**src/laser_link_pkg.sv**
```systemverilog
package laser_link_pkg;

    // Link timing, in system clocks
    localparam int BIT_CLOCKS = 8;

    // Sample positions inside a bit that take part in the majority vote
    localparam int VOTE_FIRST = 3;
    localparam int VOTE_LAST  = 5;

    // Start bit, eight data bits, stop bit
    localparam int FRAME_BITS = 10;

    // Receive queue entries, a power of two
    localparam int QUEUE_DEPTH = 16;

    typedef logic [7:0] byte_t;
    typedef logic [3:0] sample_count_t;
    typedef logic [3:0] bit_count_t;

    // Number of high samples seen in the vote window
    typedef logic [1:0] vote_t;

    // Both lanes always travel together
    typedef struct packed {
        byte_t lane1;
        byte_t lane2;
    } lane_pair_t;

    typedef enum logic {
        TX_IDLE,
        TX_SEND
    } tx_state_t;

    typedef enum logic {
        RX_IDLE,
        RX_FRAME
    } rx_state_t;

endpackage

```
**src/lane_pair_assembler.sv**
```systemverilog
`timescale 1ns/10ps

module lane_pair_assembler
    import laser_link_pkg::*;
(
    input  logic       clock,
    input  logic       reset,
    input  logic       lane1_valid,
    input  logic       lane2_valid,
    input  byte_t      lane1_byte,
    input  byte_t      lane2_byte,
    output logic       pair_valid,
    output lane_pair_t pair_data
);

    logic  pending1;
    logic  pending2;
    logic  both_ready;
    byte_t byte1_q;
    byte_t byte2_q;

    // Same-cycle arrivals count as pending
    assign both_ready = (pending1 || lane1_valid) && (pending2 || lane2_valid);

    always_ff @(posedge clock or posedge reset) begin
        if (reset) begin
            pending1   <= 1'b0;
            pending2   <= 1'b0;
            pair_valid <= 1'b0;
        end else begin
            pair_valid <= both_ready;
            pending1   <= !both_ready && (pending1 || lane1_valid);
            pending2   <= !both_ready && (pending2 || lane2_valid);
        end
    end

    // Newer byte on a lane overwrites a stale one
    always_ff @(posedge clock) begin
        if (lane1_valid) begin
            byte1_q <= lane1_byte;
        end
        if (lane2_valid) begin
            byte2_q <= lane2_byte;
        end
    end

    assign pair_data.lane1 = byte1_q;
    assign pair_data.lane2 = byte2_q;

endmodule

```
**src/laser_link.sv**
```systemverilog
`timescale 1ns/10ps

module laser_link
    import laser_link_pkg::*;
(
    input  logic       clock,
    input  logic       reset,
    input  logic       send,
    input  lane_pair_t send_pair,
    output logic       busy,
    output logic       laser1_tx,
    output logic       laser2_tx,
    input  logic       laser1_rx,
    input  logic       laser2_rx,
    input  logic       pop,
    output lane_pair_t pair_out,
    output logic       empty,
    output logic       full,
    output logic       overflow
);

    logic       lane1_valid;
    logic       lane2_valid;
    byte_t      lane1_byte;
    byte_t      lane2_byte;
    logic       pair_valid;
    lane_pair_t pair_data;

    laser_transmitter tx_i (
        .clock     (clock),
        .reset     (reset),
        .send      (send),
        .send_pair (send_pair),
        .busy      (busy),
        .laser1_tx (laser1_tx),
        .laser2_tx (laser2_tx)
    );

    // One receiver per line, paired up again afterwards
    laser_receiver lane1_rx_i (
        .clock      (clock),
        .reset      (reset),
        .laser_rx   (laser1_rx),
        .byte_valid (lane1_valid),
        .rx_byte    (lane1_byte)
    );

    laser_receiver lane2_rx_i (
        .clock      (clock),
        .reset      (reset),
        .laser_rx   (laser2_rx),
        .byte_valid (lane2_valid),
        .rx_byte    (lane2_byte)
    );

    lane_pair_assembler assembler_i (
        .clock       (clock),
        .reset       (reset),
        .lane1_valid (lane1_valid),
        .lane2_valid (lane2_valid),
        .lane1_byte  (lane1_byte),
        .lane2_byte  (lane2_byte),
        .pair_valid  (pair_valid),
        .pair_data   (pair_data)
    );

    rx_queue queue_i (
        .clock     (clock),
        .reset     (reset),
        .push      (pair_valid),
        .push_data (pair_data),
        .pop       (pop),
        .pair_out  (pair_out),
        .empty     (empty),
        .full      (full),
        .overflow  (overflow)
    );

endmodule

```
**src/laser_receiver.sv**
```systemverilog
`timescale 1ns/10ps

module laser_receiver
    import laser_link_pkg::*;
(
    input  logic  clock,
    input  logic  reset,
    input  logic  laser_rx,
    output logic  byte_valid,
    output byte_t rx_byte
);

    logic          sync1;
    logic          sync2;
    logic          rx_prev;
    logic          rise;
    rx_state_t     state;
    sample_count_t sample_cnt;
    bit_count_t    bit_idx;
    vote_t         votes;
    vote_t         vote_sum;
    logic          in_window;
    logic          bit_end;
    logic          stop_close;
    byte_t         shift_q;

    // Two-flop synchronizer plus one stage for edge detection
    always_ff @(posedge clock or posedge reset) begin
        if (reset) begin
            sync1   <= 1'b0;
            sync2   <= 1'b0;
            rx_prev <= 1'b0;
        end else begin
            sync1   <= laser_rx;
            sync2   <= sync1;
            rx_prev <= sync2;
        end
    end

    assign rise = sync2 && !rx_prev;

    assign in_window = (sample_cnt >= sample_count_t'(VOTE_FIRST)) &&
                       (sample_cnt <= sample_count_t'(VOTE_LAST));

    // Vote count including the current sample
    assign vote_sum = votes + vote_t'(in_window && sync2);

    assign bit_end = (sample_cnt == sample_count_t'(BIT_CLOCKS - 1));

    // Stop bit is judged as soon as its window closes, which leaves
    // the rest of the stop bit to catch the next start edge
    assign stop_close = (bit_idx == bit_count_t'(FRAME_BITS - 1)) &&
                        (sample_cnt == sample_count_t'(VOTE_LAST));

    always_ff @(posedge clock or posedge reset) begin
        if (reset) begin
            state      <= RX_IDLE;
            sample_cnt <= '0;
            bit_idx    <= '0;
            votes      <= '0;
            byte_valid <= 1'b0;
        end else begin
            byte_valid <= 1'b0;
            case (state)
                RX_IDLE: begin
                    if (rise) begin
                        state      <= RX_FRAME;
                        sample_cnt <= '0;
                        bit_idx    <= '0;
                        votes      <= '0;
                    end
                end
                RX_FRAME: begin
                    if (stop_close) begin
                        state <= RX_IDLE;
                        // A high stop bit drops the frame
                        byte_valid <= !vote_sum[1];
                    end else if (bit_end) begin
                        sample_cnt <= '0;
                        votes      <= '0;
                        bit_idx    <= bit_idx + 1'b1;
                        // Start bit voted low, so it was only a glitch
                        if ((bit_idx == '0) && !votes[1]) begin
                            state <= RX_IDLE;
                        end
                    end else begin
                        sample_cnt <= sample_cnt + 1'b1;
                        votes      <= vote_sum;
                    end
                end
                default: state <= RX_IDLE;
            endcase
        end
    end

    // Data bits arrive LSB first, so shift in from the top
    always_ff @(posedge clock) begin
        if ((state == RX_FRAME) && bit_end && (bit_idx != '0)) begin
            shift_q <= {votes[1], shift_q[7:1]};
        end
    end

    assign rx_byte = shift_q;

endmodule

```
**src/laser_transmitter.sv**
```systemverilog
`timescale 1ns/10ps

module laser_transmitter
    import laser_link_pkg::*;
(
    input  logic       clock,
    input  logic       reset,
    input  logic       send,
    input  lane_pair_t send_pair,
    output logic       busy,
    output logic       laser1_tx,
    output logic       laser2_tx
);

    tx_state_t     state;
    lane_pair_t    pair_q;
    sample_count_t sample_cnt;
    bit_count_t    bit_idx;
    logic          accept;
    logic          bit_end;
    logic          frame_end;

    // Line level for one bit of a frame
    // Index 0 is the start bit, 1 to 8 carry data LSB first, 9 is the stop bit
    function automatic logic frame_bit(input byte_t data, input bit_count_t idx);
        logic value;
        value = 1'b0;
        if (idx == '0) begin
            value = 1'b1;
        end else if (idx < bit_count_t'(FRAME_BITS - 1)) begin
            value = data[3'(idx - 1'b1)];
        end
        return value;
    endfunction

    assign accept    = send && (state == TX_IDLE);
    assign bit_end   = (sample_cnt == sample_count_t'(BIT_CLOCKS - 1));
    assign frame_end = bit_end && (bit_idx == bit_count_t'(FRAME_BITS - 1));

    always_ff @(posedge clock or posedge reset) begin
        if (reset) begin
            state      <= TX_IDLE;
            sample_cnt <= '0;
            bit_idx    <= '0;
        end else begin
            case (state)
                TX_IDLE: begin
                    if (send) begin
                        state      <= TX_SEND;
                        sample_cnt <= '0;
                        bit_idx    <= '0;
                    end
                end
                TX_SEND: begin
                    if (bit_end) begin
                        sample_cnt <= '0;
                        bit_idx    <= bit_idx + 1'b1;
                        // Last stop-bit cycle, free for the next pair
                        if (frame_end) begin
                            state <= TX_IDLE;
                        end
                    end else begin
                        sample_cnt <= sample_cnt + 1'b1;
                    end
                end
                default: state <= TX_IDLE;
            endcase
        end
    end

    // Pair is held for the whole frame so the host may change send_pair
    always_ff @(posedge clock) begin
        if (accept) begin
            pair_q <= send_pair;
        end
    end

    assign busy = (state == TX_SEND);

    // Both lanes share one bit counter
    assign laser1_tx = busy && frame_bit(pair_q.lane1, bit_idx);
    assign laser2_tx = busy && frame_bit(pair_q.lane2, bit_idx);

endmodule

```
**src/rx_queue.sv**
```systemverilog
`timescale 1ns/10ps

module rx_queue
    import laser_link_pkg::*;
(
    input  logic       clock,
    input  logic       reset,
    input  logic       push,
    input  lane_pair_t push_data,
    input  logic       pop,
    output lane_pair_t pair_out,
    output logic       empty,
    output logic       full,
    output logic       overflow
);

    lane_pair_t                       mem [QUEUE_DEPTH];
    logic [$clog2(QUEUE_DEPTH)-1:0]   rd_ptr;
    logic [$clog2(QUEUE_DEPTH)-1:0]   wr_ptr;
    logic [$clog2(QUEUE_DEPTH):0]     count;
    logic                             do_pop;
    logic                             do_push;

    assign empty = (count == '0);
    // Top bit of the count is only set at QUEUE_DEPTH
    assign full  = count[$clog2(QUEUE_DEPTH)];

    assign do_pop  = pop && !empty;
    // A pop in the same cycle makes room for the push
    assign do_push = push && (!full || do_pop);

    always_ff @(posedge clock or posedge reset) begin
        if (reset) begin
            rd_ptr   <= '0;
            wr_ptr   <= '0;
            count    <= '0;
            overflow <= 1'b0;
        end else begin
            if (do_pop) begin
                rd_ptr <= rd_ptr + 1'b1;
            end
            if (do_push) begin
                wr_ptr <= wr_ptr + 1'b1;
            end
            if (do_push && !do_pop) begin
                count <= count + 1'b1;
            end else if (do_pop && !do_push) begin
                count <= count - 1'b1;
            end
            // Sticky until reset
            if (push && !do_push) begin
                overflow <= 1'b1;
            end
        end
    end

    always_ff @(posedge clock) begin
        if (do_push) begin
            mem[wr_ptr] <= push_data;
        end
    end

    // Oldest entry falls through to the output
    assign pair_out = mem[rd_ptr];

endmodule

```
**config.mk**
```make
export PLATFORM = sky130hd
export DESIGN_NAME = laser_link
export DESIGN_NICKNAME = d
export VERILOG_FILES = /design/src/laser_link_pkg.sv /design/src/lane_pair_assembler.sv /design/src/laser_link.sv /design/src/laser_receiver.sv /design/src/laser_transmitter.sv /design/src/rx_queue.sv
export SDC_FILE = /design/constraint.sdc
export NUM_CORES = 1
export LEC_CHECK = 0
export BUFFER_PORTS_ARGS = -buffer_cell sky130_fd_sc_hd__buf_2
export CAP_MARGIN = 20
export CORE_UTILIZATION = 65
export DETAILED_ROUTE_END_ITERATION = 10
export GPL_ROUTABILITY_DRIVEN = 0
export GPL_TIMING_DRIVEN = 0
export PLACE_DENSITY = 0.95
export SKIP_LAST_GASP = 1
export SLEW_MARGIN = 30
export SYNTH_ARGS = -nofsm -noshare
export SYNTH_HDL_FRONTEND = slang
export SYNTH_HIERARCHICAL = 1
export SYNTH_SLANG_ARGS = --single-unit
```
**constraint.sdc**
```tcl
create_clock -name clock -period 8.1 [get_ports clock]
set_input_delay 0.405 -clock clock [delete_from_list [all_inputs] [get_ports clock]]
set_output_delay 0.405 -clock clock [all_outputs]
set_load 0.01 [all_outputs]
```
==> flow_summary.json, run 1 <==
{
  "worstSkewPairLatency_ns": 0.52,
  "critPathKind": "reg -> out",
  "top_level_ports": 44,
  "seq_area_mm2": 0.0105,
  "synth_ff_type": "edfxtp_1",
  "multiInputGateArea_mm2": 0.00402,
  "numCtsBuffers": 35,
  "startpoint_type": "flip-flop",
  "r2r_start": "queue_i/count[1]",
  "cp_top_family": "compound AO/OA/AOI/OAI gates",
  "min_from": "laser2_rx",
  "drv_cap": 0,
  "grt_max_degree": 19,
  "ys_warn_count": 6,
  "grt_pass1_wl_um": 47600,
  "cellPowerDensity_mw_per_mm2": 255,
  "dp.cells": 1215,
  "core_mm2": 0.0226,
  "port-buffer-count": 43,
  "post_cts_resized": 0,
  "crit_path_start": "tx_i/bit_idx[0]",
  "rsz0062_at_grt": "false",
  "min_path_cells": 1,
  "overflow": 0,
  "slew_violations": 0,
  "crit_path_max_fanout": 11,
  "max_stage_delay_ns": 0.52,
  "die_h_um": 154,
  "stdcell_count": 1279,
  "synth_seq_cells": 360,
  "via_count": 8289,
  "grt_usage_pct": 27.4,
  "nets": 1020,
  "path_clk_slew_ns": 0.06,
  "start_util_pct": 66.1,
  "clock-sinks": 360,
  "antenna_found_initial": 0,
  "tightest_slew_ns": 1.03,
  "worst-path-buf-inv": 2,
  "dr.pass1.iters": 5,
  "viasPerCell": 6.48,
  "period_needed_ns": 3.18,
  "reg2reg_setup_slack_ns": 5.05,
  "fin_crit_sh_pct": 39.3,
  "area_delta_synth_final_pct": 12.8,
  "dp_hpwl_um": 19900,
  "grt_pass1_vias": 8391,
  "fillerInstances": 1235,
  "root_buffer": "clkbuf_16",
  "cts_htree_levels": 2,
  "seq_area_frac_synth_pct": 70.3,
  "worstPathArrival_ns": 2.78,
  "total_power_uw": 4310,
  "drtIter0Drc": 705,
  "wirelength_um": 31300,
  "synthArstFlopShare_pct": 15.6,
  "syn_nets": 919,
  "status": "completed",
  "setup_viol": 0,
  "core.rowCount": 55,
  "cts_tree": "built",
  "final.setup_skew_ns": 0.0303,
  "cp.depth": 7,
  "power.leakage_uw": 0.00586,
  "cp-end-kind": "output port",
  "remaining_drc_errors": 0,
  "relSlewSlack_pct": 30.8,
  "die_x_um": 154,
  "synth_area_per_cell_um2": 17.2,
  "hold_class": "in -> reg",
  "antenna_cells": 0,
  "synth.distinct_cells": 61,
  "clk_path_buf_depth": 3,
  "fmax_mhz": 314,
  "ant_nets": 0,
  "netlist_area_mm2": 0.0150,
  "crit_chain": "inv_1 > ha_1 > xnor2_1 > nand2_1 > a32o_1 > o41ai_1 > buf_2",
  "critPathRequiredTime_ns": 7.70,
  "setup_tns_ns": 0,
  "dieArea_mm2": 0.0236,
  "synthCells": 868,
  "final_hold_viol_count": 0,
  "drive_gt1_share_pct": 23.3,
  "synth-edff-count": 304,
  "rr_worst_depth": 10,
  "avgRoutedWirePerCell_um": 24.4,
  "vdd_drop_max_mv": 0.245,
  "critPathSlowestCell": "dfrtp_1"
}
[final cells by class]
type	count	area share (%)
sequential	360	62.4
multi-input combinational	430	23.8
clock buffer	45	5.53
timing repair buffer	64	2.15
tap	285	2.11
buffer	42	2.10
clock inverter	17	1.15
inverter	36	0.800
[cells in the mapped netlist, types with 3 or more instances]
master	n	area, um2
mux2i_1	71	711
or4_1	3	22.5
buf_6	12	135
nor3b_1	3	22.5
a21oi_1	9	45.0
and2_1	6	37.5
nand4b_1	5	43.8
nor4b_1	4	35.0
xnor2_1	10	87.6
a22oi_1	16	120
ha_1	28	350
a2111oi_0	4	35.0
dfrtp_1	56	1400
o211ai_1	10	75.1
buf_2	6	30.0
nand2b_1	7	43.8
buf_4	8	60.1
a221oi_2	30	450
nor3_1	9	45.0
mux4_2	32	721
nor4_1	6	37.5
nand3_1	19	95.1
o21ai_0	30	150
and4b_1	4	40.0
inv_2	5	18.8
o21ai_1	6	30.0
nor2b_1	11	68.8
nand4_1	3	18.8
o41ai_1	6	52.6
edfxtp_1	304	9130
inv_1	31	116
nor2_1	22	82.6
clkbuf_1	7	26.3
nand2_1	42	158
[power by group]
part	total, uW	internal (uW)	switching (uW)	leakage (uW)
logic	539	237	302	0.00187
clock network	1590	946	649	0.000551
registers	2170	2080	91.3	0.00344
[cell families after synthesis]
group	Yosys count	share of synthesized area (%)
AOI/OAI and AO/OA	129	7.70
DFF	360	70.3
buffers and inverters	78	3.28
muxes	105	9.71
xor gates and xnor gates	13	0.886
and+or+nand+nor	154	5.61
adders and majority gates	29	2.47
[state kept, by name, indices dropped and copies added (netlist names), 2 cells and up]
register               cells
lane1_rx_i/votes           2
tx_i/bit_idx               4
assembler_i/byte2_q        8
queue_i/mem              256
lane1_rx_i/bit_idx         4
lane2_rx_i/votes           2
lane2_rx_i/sample_cnt      4
lane1_rx_i/sample_cnt      4
queue_i/wr_ptr             4
lane1_rx_i/rx_byte         8
tx_i/pair_q               16
queue_i/count              5
tx_i/sample_cnt            4
lane2_rx_i/rx_byte         8
lane2_rx_i/bit_idx         4
queue_i/rd_ptr             4
assembler_i/byte1_q        8
[cell usage in the layout, fill, tap and decap left out, types with 5 or more instances in the layout]
cell	instances
ha_1	28
mux2i_1	71
nand3_1	19
clkbuf_16	35
inv_1	31
a21oi_1	9
buf_6	14
nor2b_1	10
buf_4	16
clkbuf_1	15
nor2_1	18
nor3_1	5
and2_1	6
edfxtp_1	304
xnor2_1	10
a221oi_2	30
o211ai_1	10
nand4b_1	5
dfrtp_1	56
o21ai_1	6
nand2_1	42
inv_2	5
buf_2	58
nand2b_1	7
clkinv_2	5
mux4_2	32
o21ai_0	30
o41ai_1	6
a22oi_1	16
[worst paths after layout]
path,to
max,laser2_tx
min,lane2_rx_i/sync1
max reg2reg,queue_i/count[4]
min reg2reg,lane2_rx_i/sync2
max in group asynchronous,queue_i/wr_ptr[0]
min in group asynchronous,assembler_i/pending1
[layer usage]
metal / vias to the layer above / share of wire [%] / global-route usage [%]
met5: - / 0 / 0
met3: 95 / 8.4 / 5.83
met4: 0 / 4.0 / 12.1
li1: 3632 / - / -
met1: 4142 / 36 / 33.2
met2: 420 / 51 / 47.5
[per-stage QoR]
| stage | cell area, um2 | util [%] | hold slack [ns] | setup slack, ns |
|---|---|---|---|---|
| floorplan | 15000 | - | 0.159 | 5.31 |
| global placement | 15500 | 68.6 | 0.335 | 4.42 |
| detailed placement | 15700 | 69.5 | 0.338 | 5.14 |
| CTS | 16900 | 74.6 | 0.000482 | 4.88 |
| global route | 16900 | 74.6 | 0.00242 | 4.76 |
| finish | 16900 | 74.6 | 0.0207 | 4.92 |
[repair_timing]
item,4_1_cts,5_1_grt
hold buffers,2,0
endpoints found under the setup margin,0,0
buffers inserted,0,0
endpoints found under the hold margin,13,0
Note: power is estimated with default switching activity, not from simulation.
==> run 2, diff against run 1 <==
--- a/config.mk
+++ b/config.mk
@@ -7,11 +7,11 @@
 export LEC_CHECK = 0
 export BUFFER_PORTS_ARGS = -buffer_cell sky130_fd_sc_hd__buf_2
 export CAP_MARGIN = 20
-export CORE_UTILIZATION = 65
+export CORE_UTILIZATION = 62
 export DETAILED_ROUTE_END_ITERATION = 10
 export GPL_ROUTABILITY_DRIVEN = 0
 export GPL_TIMING_DRIVEN = 0
-export PLACE_DENSITY = 0.95
+export PLACE_DENSITY = 0.91
 export SKIP_LAST_GASP = 1
 export SLEW_MARGIN = 30
 export SYNTH_ARGS = -nofsm -noshare
==> constraint.sdc (replaced) <==
create_clock -name clock -period 3.25 [get_ports clock]
set_input_delay 0.1625 -clock clock [delete_from_list [all_inputs] [get_ports clock]]
set_output_delay 0.1625 -clock clock [all_outputs]
set_load 0.01 [all_outputs]
==> run 2 against run 1 <==
Compared with the run above:
- die area is 4.8% higher
- sequential power grew to 2.5 times the previous value
- wire length is 4.1% lower
- combinational power grew to 2.6 times the previous value
- clock skew is 0.0097 ns lower
- setup slack worse by 4.7 ns
- via count is 0.31% higher
==> flow_summary.json, run 2 (synthesis gave the netlist of run 1 again) <==
{
  "status": "completed",
  "path_clk_slew_ns": 0.06,
  "crit_path_max_fanout": 5,
  "grt_usage_pct": 25.4,
  "slew_violations": 0,
  "clk_path_buf_depth": 3,
  "p_comb_share_pct": 13.0,
  "critPathRequiredTime_ns": 3.68,
  "reg.largest.list": "queue_i/mem: 256 flops, tx_i/pair_q: 16 flops",
  "viasPerCell": 6.21,
  "overflow": 0,
  "grt_max_degree": 19,
  "p_sw_uw": 2660,
  "cts_tree": "built",
  "root_buffer": "clkbuf_16",
  "dp_hpwl_um": 19500,
  "cellPowerDensity_mw_per_mm2": 618,
  "power.leakage_uw": 0.00593,
  "cp-end-kind": "flip-flop",
  "fin_area_mm2": 0.0171,
  "tightest_slew_ns": 0.919,
  "r2r_start": "queue_i/count[1]",
  "wirelength_um": 30000,
  "post_cts_resized": 0,
  "dr.pass1.iters": 5,
  "final_hold_viol_count": 0,
  "cts_htree_levels": 2,
  "reg2reg_setup_slack_ns": 0.19,
  "setup_tns_ns": 0,
  "avgRoutedWirePerCell_um": 22.4,
  "rr_worst_depth": 10,
  "worstSkewPairLatency_ns": 0.52,
  "reg2reg_to": "queue_i/count[4]",
  "core.rowCount": 56,
  "die_h_um": 157,
  "fin_crit_sh_pct": 94.3,
  "remaining_drc_errors": 0,
  "start_util_pct": 63.6,
  "final.setup_skew_ns": 0.0206,
  "antenna_cells": 0,
  "relSlewSlack_pct": 38.8,
  "clockPowerShare_pct": 35.5,
  "grt_pass1_wl_um": 46800,
  "die_x_um": 157,
  "drive_gt1_share_pct": 23.1,
  "numCtsBuffers": 36,
  "layout_commonest_cell": "edfxtp_1",
  "grt_pass1_vias": 8453,
  "cell_internal_pwr_uw": 7900,
  "total_power_uw": 10600,
  "core_mm2": 0.0235,
  "fmax_mhz": 326,
  "nets": 1043,
  "top_level_ports": 44,
  "critPathKind": "reg -> reg",
  "dp.cells": 1252,
  "port-buffer-count": 43,
  "startpoint_type": "flip-flop",
  "drv_cap": 0,
  "hold_class": "in -> async",
  "setup_viol": 0,
  "area_delta_synth_final_pct": 14.0,
  "vdd_drop_max_mv": 0.515,
  "post_cts_buffers": 0,
  "drtIter0Drc": 787,
  "largest_reg_flops": 256,
  "hold_buffers": 21,
  "fillerInstances": 1374,
  "antenna_found_initial": 0,
  "top_register": "queue_i/mem",
  "switching_share_pct": 25.2,
  "ant_nets": 0,
  "worstPathArrival_ns": 3.49,
  "rsz0062_at_grt": "false",
  "stdcell_count": 1338,
  "via_count": 8315,
  "period_needed_ns": 3.06,
  "p_seq_share_pct": 51.4,
  "place_area_mm2": 0.0158,
  "final_cell_mix": "304 x edfxtp_1, 71 x mux2i_1, 59 x buf_2",
  "dieArea_mm2": 0.0248,
  "clock-sinks": 360
}
run 2: power groups by stage:
stage                     clock (uW)  combinational (uW)  sequential [uW]
after floorplan                    0                1060             5440
after global routing            4000                1550             5460
after global placement             0                1270             5490
after detailed placement           0                1340             5510
final                           3750                1380             5430
after CTS                       3810                1370             5420
run 2: how the worst max path moves through the flow:
stage	start	slack [ns]	cells after the start	to
global route	queue_i/count[1]	0.04	10	queue_i/count[4]
finish	queue_i/count[1]	0.19	10	queue_i/count[4]
global placement	queue_i/wr_ptr[0]	-0.48	4	queue_i/mem[0][9]
CTS	queue_i/count[1]	0.17	10	queue_i/count[4]
detailed placement	queue_i/count[1]	0.18	10	queue_i/count[4]
floorplan	queue_i/wr_ptr[0]	0.46	4	queue_i/mem[2][0]
run 2: through the flow:
stage          setup slack (ns)  hold slack (ns)  util, %
2_1_floorplan             0.457          -0.0839        -
3_3_place_gp             -0.476            0.111     66.2
3_5_place_dp              0.184            0.129     67.1
4_1_cts                   0.173            0.153     72.5
5_1_grt                  0.0416            0.169     72.5
6_report                  0.187            0.153     72.5
run 2: per-layer routing:
layer	GRT usage, %	share of wire, %
met1	32.5	38
met2	45.3	53
met3	3.66	6.7
met4	7.21	2.1
met5	0	0
run 2: final cells by class:
class | count | area, um2 | share of cell area [%]
Multi-Input combinational cell | 430 | 4010 | 23.5
Timing Repair Buffer | 86 | 581 | 3.40
Inverter | 36 | 135 | 0.792
Clock inverter | 18 | 98.8 | 0.579
Tap cell | 319 | 399 | 2.34
Sequential cell | 360 | 10500 | 61.7
Buffer | 42 | 355 | 2.08
Clock buffer | 47 | 963 | 5.64
run 2: worst max-delay path, cell delays in order, from the launching register on:
cell and delay, ns:
dfrtp_1 0.43, or4_1 0.56, o21a_1 0.30, inv_2 0.14, ha_1 0.21, inv_1 0.14
fa_1 0.44, a21o_1 0.20, a21oi_1 0.17, mux2i_1 0.26, xnor2_1 0.14
==> run 3, diff against run 2 <==
--- a/config.mk
+++ b/config.mk
@@ -11,6 +11,7 @@
 export DETAILED_ROUTE_END_ITERATION = 10
 export GPL_ROUTABILITY_DRIVEN = 0
 export GPL_TIMING_DRIVEN = 0
+export MAX_ROUTING_LAYER = met4
 export PLACE_DENSITY = 0.91
 export SKIP_LAST_GASP = 1
 export SLEW_MARGIN = 30
==> run 3 against run 2 <==
Compared with the run above:
- utilization stayed put
- wire length is 0.16% higher
- die area stayed put
- clock skew is 0.00085 ns lower
- worst hold slack worse by 0.0028 ns
- register-to-register slack hardly changed
- power hardly changed
- critical path type unchanged
- largest cell class unchanged
- highest routed layer unchanged
==> flow_summary.json, run 3 (synthesis gave the netlist of run 1 again) <==
{
  "dp_hpwl_um": 19500,
  "p_sw_uw": 2660,
  "remaining_drc_errors": 0,
  "setup_viol": 0,
  "cp_top_family": "compound AO/OA/AOI/OAI gates",
  "critPathSlowestCell": "or4_1",
  "grt_pass1_vias": 8439,
  "post_cts_buffers": 0,
  "pre_cts_ws_ns": 0.184,
  "core.rowCount": 56,
  "hold_class": "in -> async",
  "drive_gt1_share_pct": 23.1,
  "fin_crit_sh_pct": 94.3,
  "tightest_slew_ns": 0.949,
  "hold_buffers": 21,
  "utilization_pct": 72.5,
  "cts_tree": "built",
  "rsz0062_at_grt": "false",
  "ant_nets": 0,
  "fmax_mhz": 326,
  "cp-end-kind": "flip-flop",
  "max_stage_delay_ns": 0.56,
  "worstPathArrival_ns": 3.49,
  "nets": 1043,
  "die_x_um": 157,
  "path_clk_slew_ns": 0.06,
  "root_buffer": "clkbuf_16",
  "clock-sinks": 360,
  "crit_path_max_fanout": 5,
  "core_mm2": 0.0235,
  "status": "completed",
  "avgRoutedWirePerCell_um": 22.4,
  "cellPowerDensity_mw_per_mm2": 619,
  "grt_usage_pct": 26.2,
  "antenna_found_initial": 0,
  "relSlewSlack_pct": 36.8,
  "startpoint_type": "flip-flop",
  "p_comb_share_pct": 13.0,
  "slew_violations": 0,
  "vdd_drop_max_mv": 0.517,
  "post_cts_resized": 0,
  "setup_tns_ns": 0,
  "final.setup_skew_ns": 0.0197,
  "switching_share_pct": 25.2,
  "die_h_um": 157,
  "antenna_cells": 0,
  "grt_pass1_wl_um": 46800,
  "period_needed_ns": 3.06,
  "viasPerCell": 6.24,
  "crit_chain": "or4_1 > o21a_1 > inv_2 > ha_1 > inv_1 > fa_1 > a21o_1 > a21oi_1 > mux2i_1 > xnor2_1",
  "worstSkewPairLatency_ns": 0.52,
  "largest_reg_flops": 256,
  "fillerInstances": 1374,
  "clockPowerShare_pct": 35.6,
  "drtIter0Drc": 799,
  "cts_htree_levels": 2,
  "top_register": "queue_i/mem",
  "port-buffer-count": 43,
  "dieArea_mm2": 0.0248,
  "final_hold_viol_count": 0,
  "drv_cap": 0,
  "critPathRequiredTime_ns": 3.68,
  "dr.pass1.iters": 5,
  "layout_commonest_cell": "edfxtp_1",
  "final_cell_mix": "304 x edfxtp_1, 71 x mux2i_1, 59 x buf_2",
  "wirelength_um": 30000,
  "total_power_uw": 10600,
  "top_level_ports": 44,
  "postLayoutSetupSlackWorst_ns": 0.187,
  "start_util_pct": 63.6,
  "reg.largest.list": "queue_i/mem: 256 flops, tx_i/pair_q: 16 flops",
  "via_count": 8353,
  "overflow": 0,
  "cell_internal_pwr_uw": 7900,
  "whs_ns": 0.150,
  "grt_max_degree": 19,
  "p_seq_share_pct": 51.4,
  "critPathKind": "reg -> reg",
  "area_delta_synth_final_pct": 14.0,
  "worst-path-buf-inv": 2,
  "numCtsBuffers": 36,
  "power.leakage_uw": 0.00593,
  "clk_path_buf_depth": 3
}
[run 3: metal layers]
metal | wire length [um] | global-route usage, %
met4 | 642 | 7.12
met2 | 15800 | 45.3
met5 | 0 | -
met3 | 1980 | 3.61
met1 | 11500 | 32.6
[run 3: stage by stage]
stage / std cells / area, um2
3_3_place_gp: 1230 / 15600
5_1_grt: 1338 / 17100
4_1_cts: 1338 / 17100
2_1_floorplan: 868 / 15000
3_5_place_dp: 1252 / 15800
6_report: 1338 / 17100
[run 3: tightest hold or removal path, delay by kind of cell]
kind / cells / cell delay (ns)
buffers and inverters: 3 / 0.84
[run 3: power groups by stage]
stage	Combinational (uW)	Sequential, uW	Clock [uW]
after floorplan	1060	5440	0
after global placement	1270	5490	0
after detailed placement	1340	5510	0
after CTS	1370	5420	3810
after global routing	1550	5460	4000
final	1370	5430	3760
[run 3: path summary, 6_finish.rpt]
kind | start | cells after the start | slack [ns] | end
setup / recovery | queue_i/count[1] | 10 | 0.19 | queue_i/count[4]
hold / removal | reset | 3 | 0.15 | assembler_i/pair_valid
setup reg to reg | queue_i/count[1] | 10 | 0.19 | queue_i/count[4]
hold reg to reg | lane1_rx_i/sync1 | 0 | 0.35 | lane1_rx_i/sync2
max in group asynchronous | reset | 3 | 2.44 | queue_i/rd_ptr[1]
min in group clock | laser2_rx | 2 | 0.30 | lane2_rx_i/sync1
[run 3: final cells by class]
type	count	area (um2)	area share, %
buffer	42	355	2.08
clock inverter	18	98.8	0.579
timing repair buffer	86	581	3.40
clock buffer	47	963	5.64
multi-input combinational	430	4010	23.5
inverter	36	135	0.792
sequential	360	10500	61.7
tap	319	399	2.34
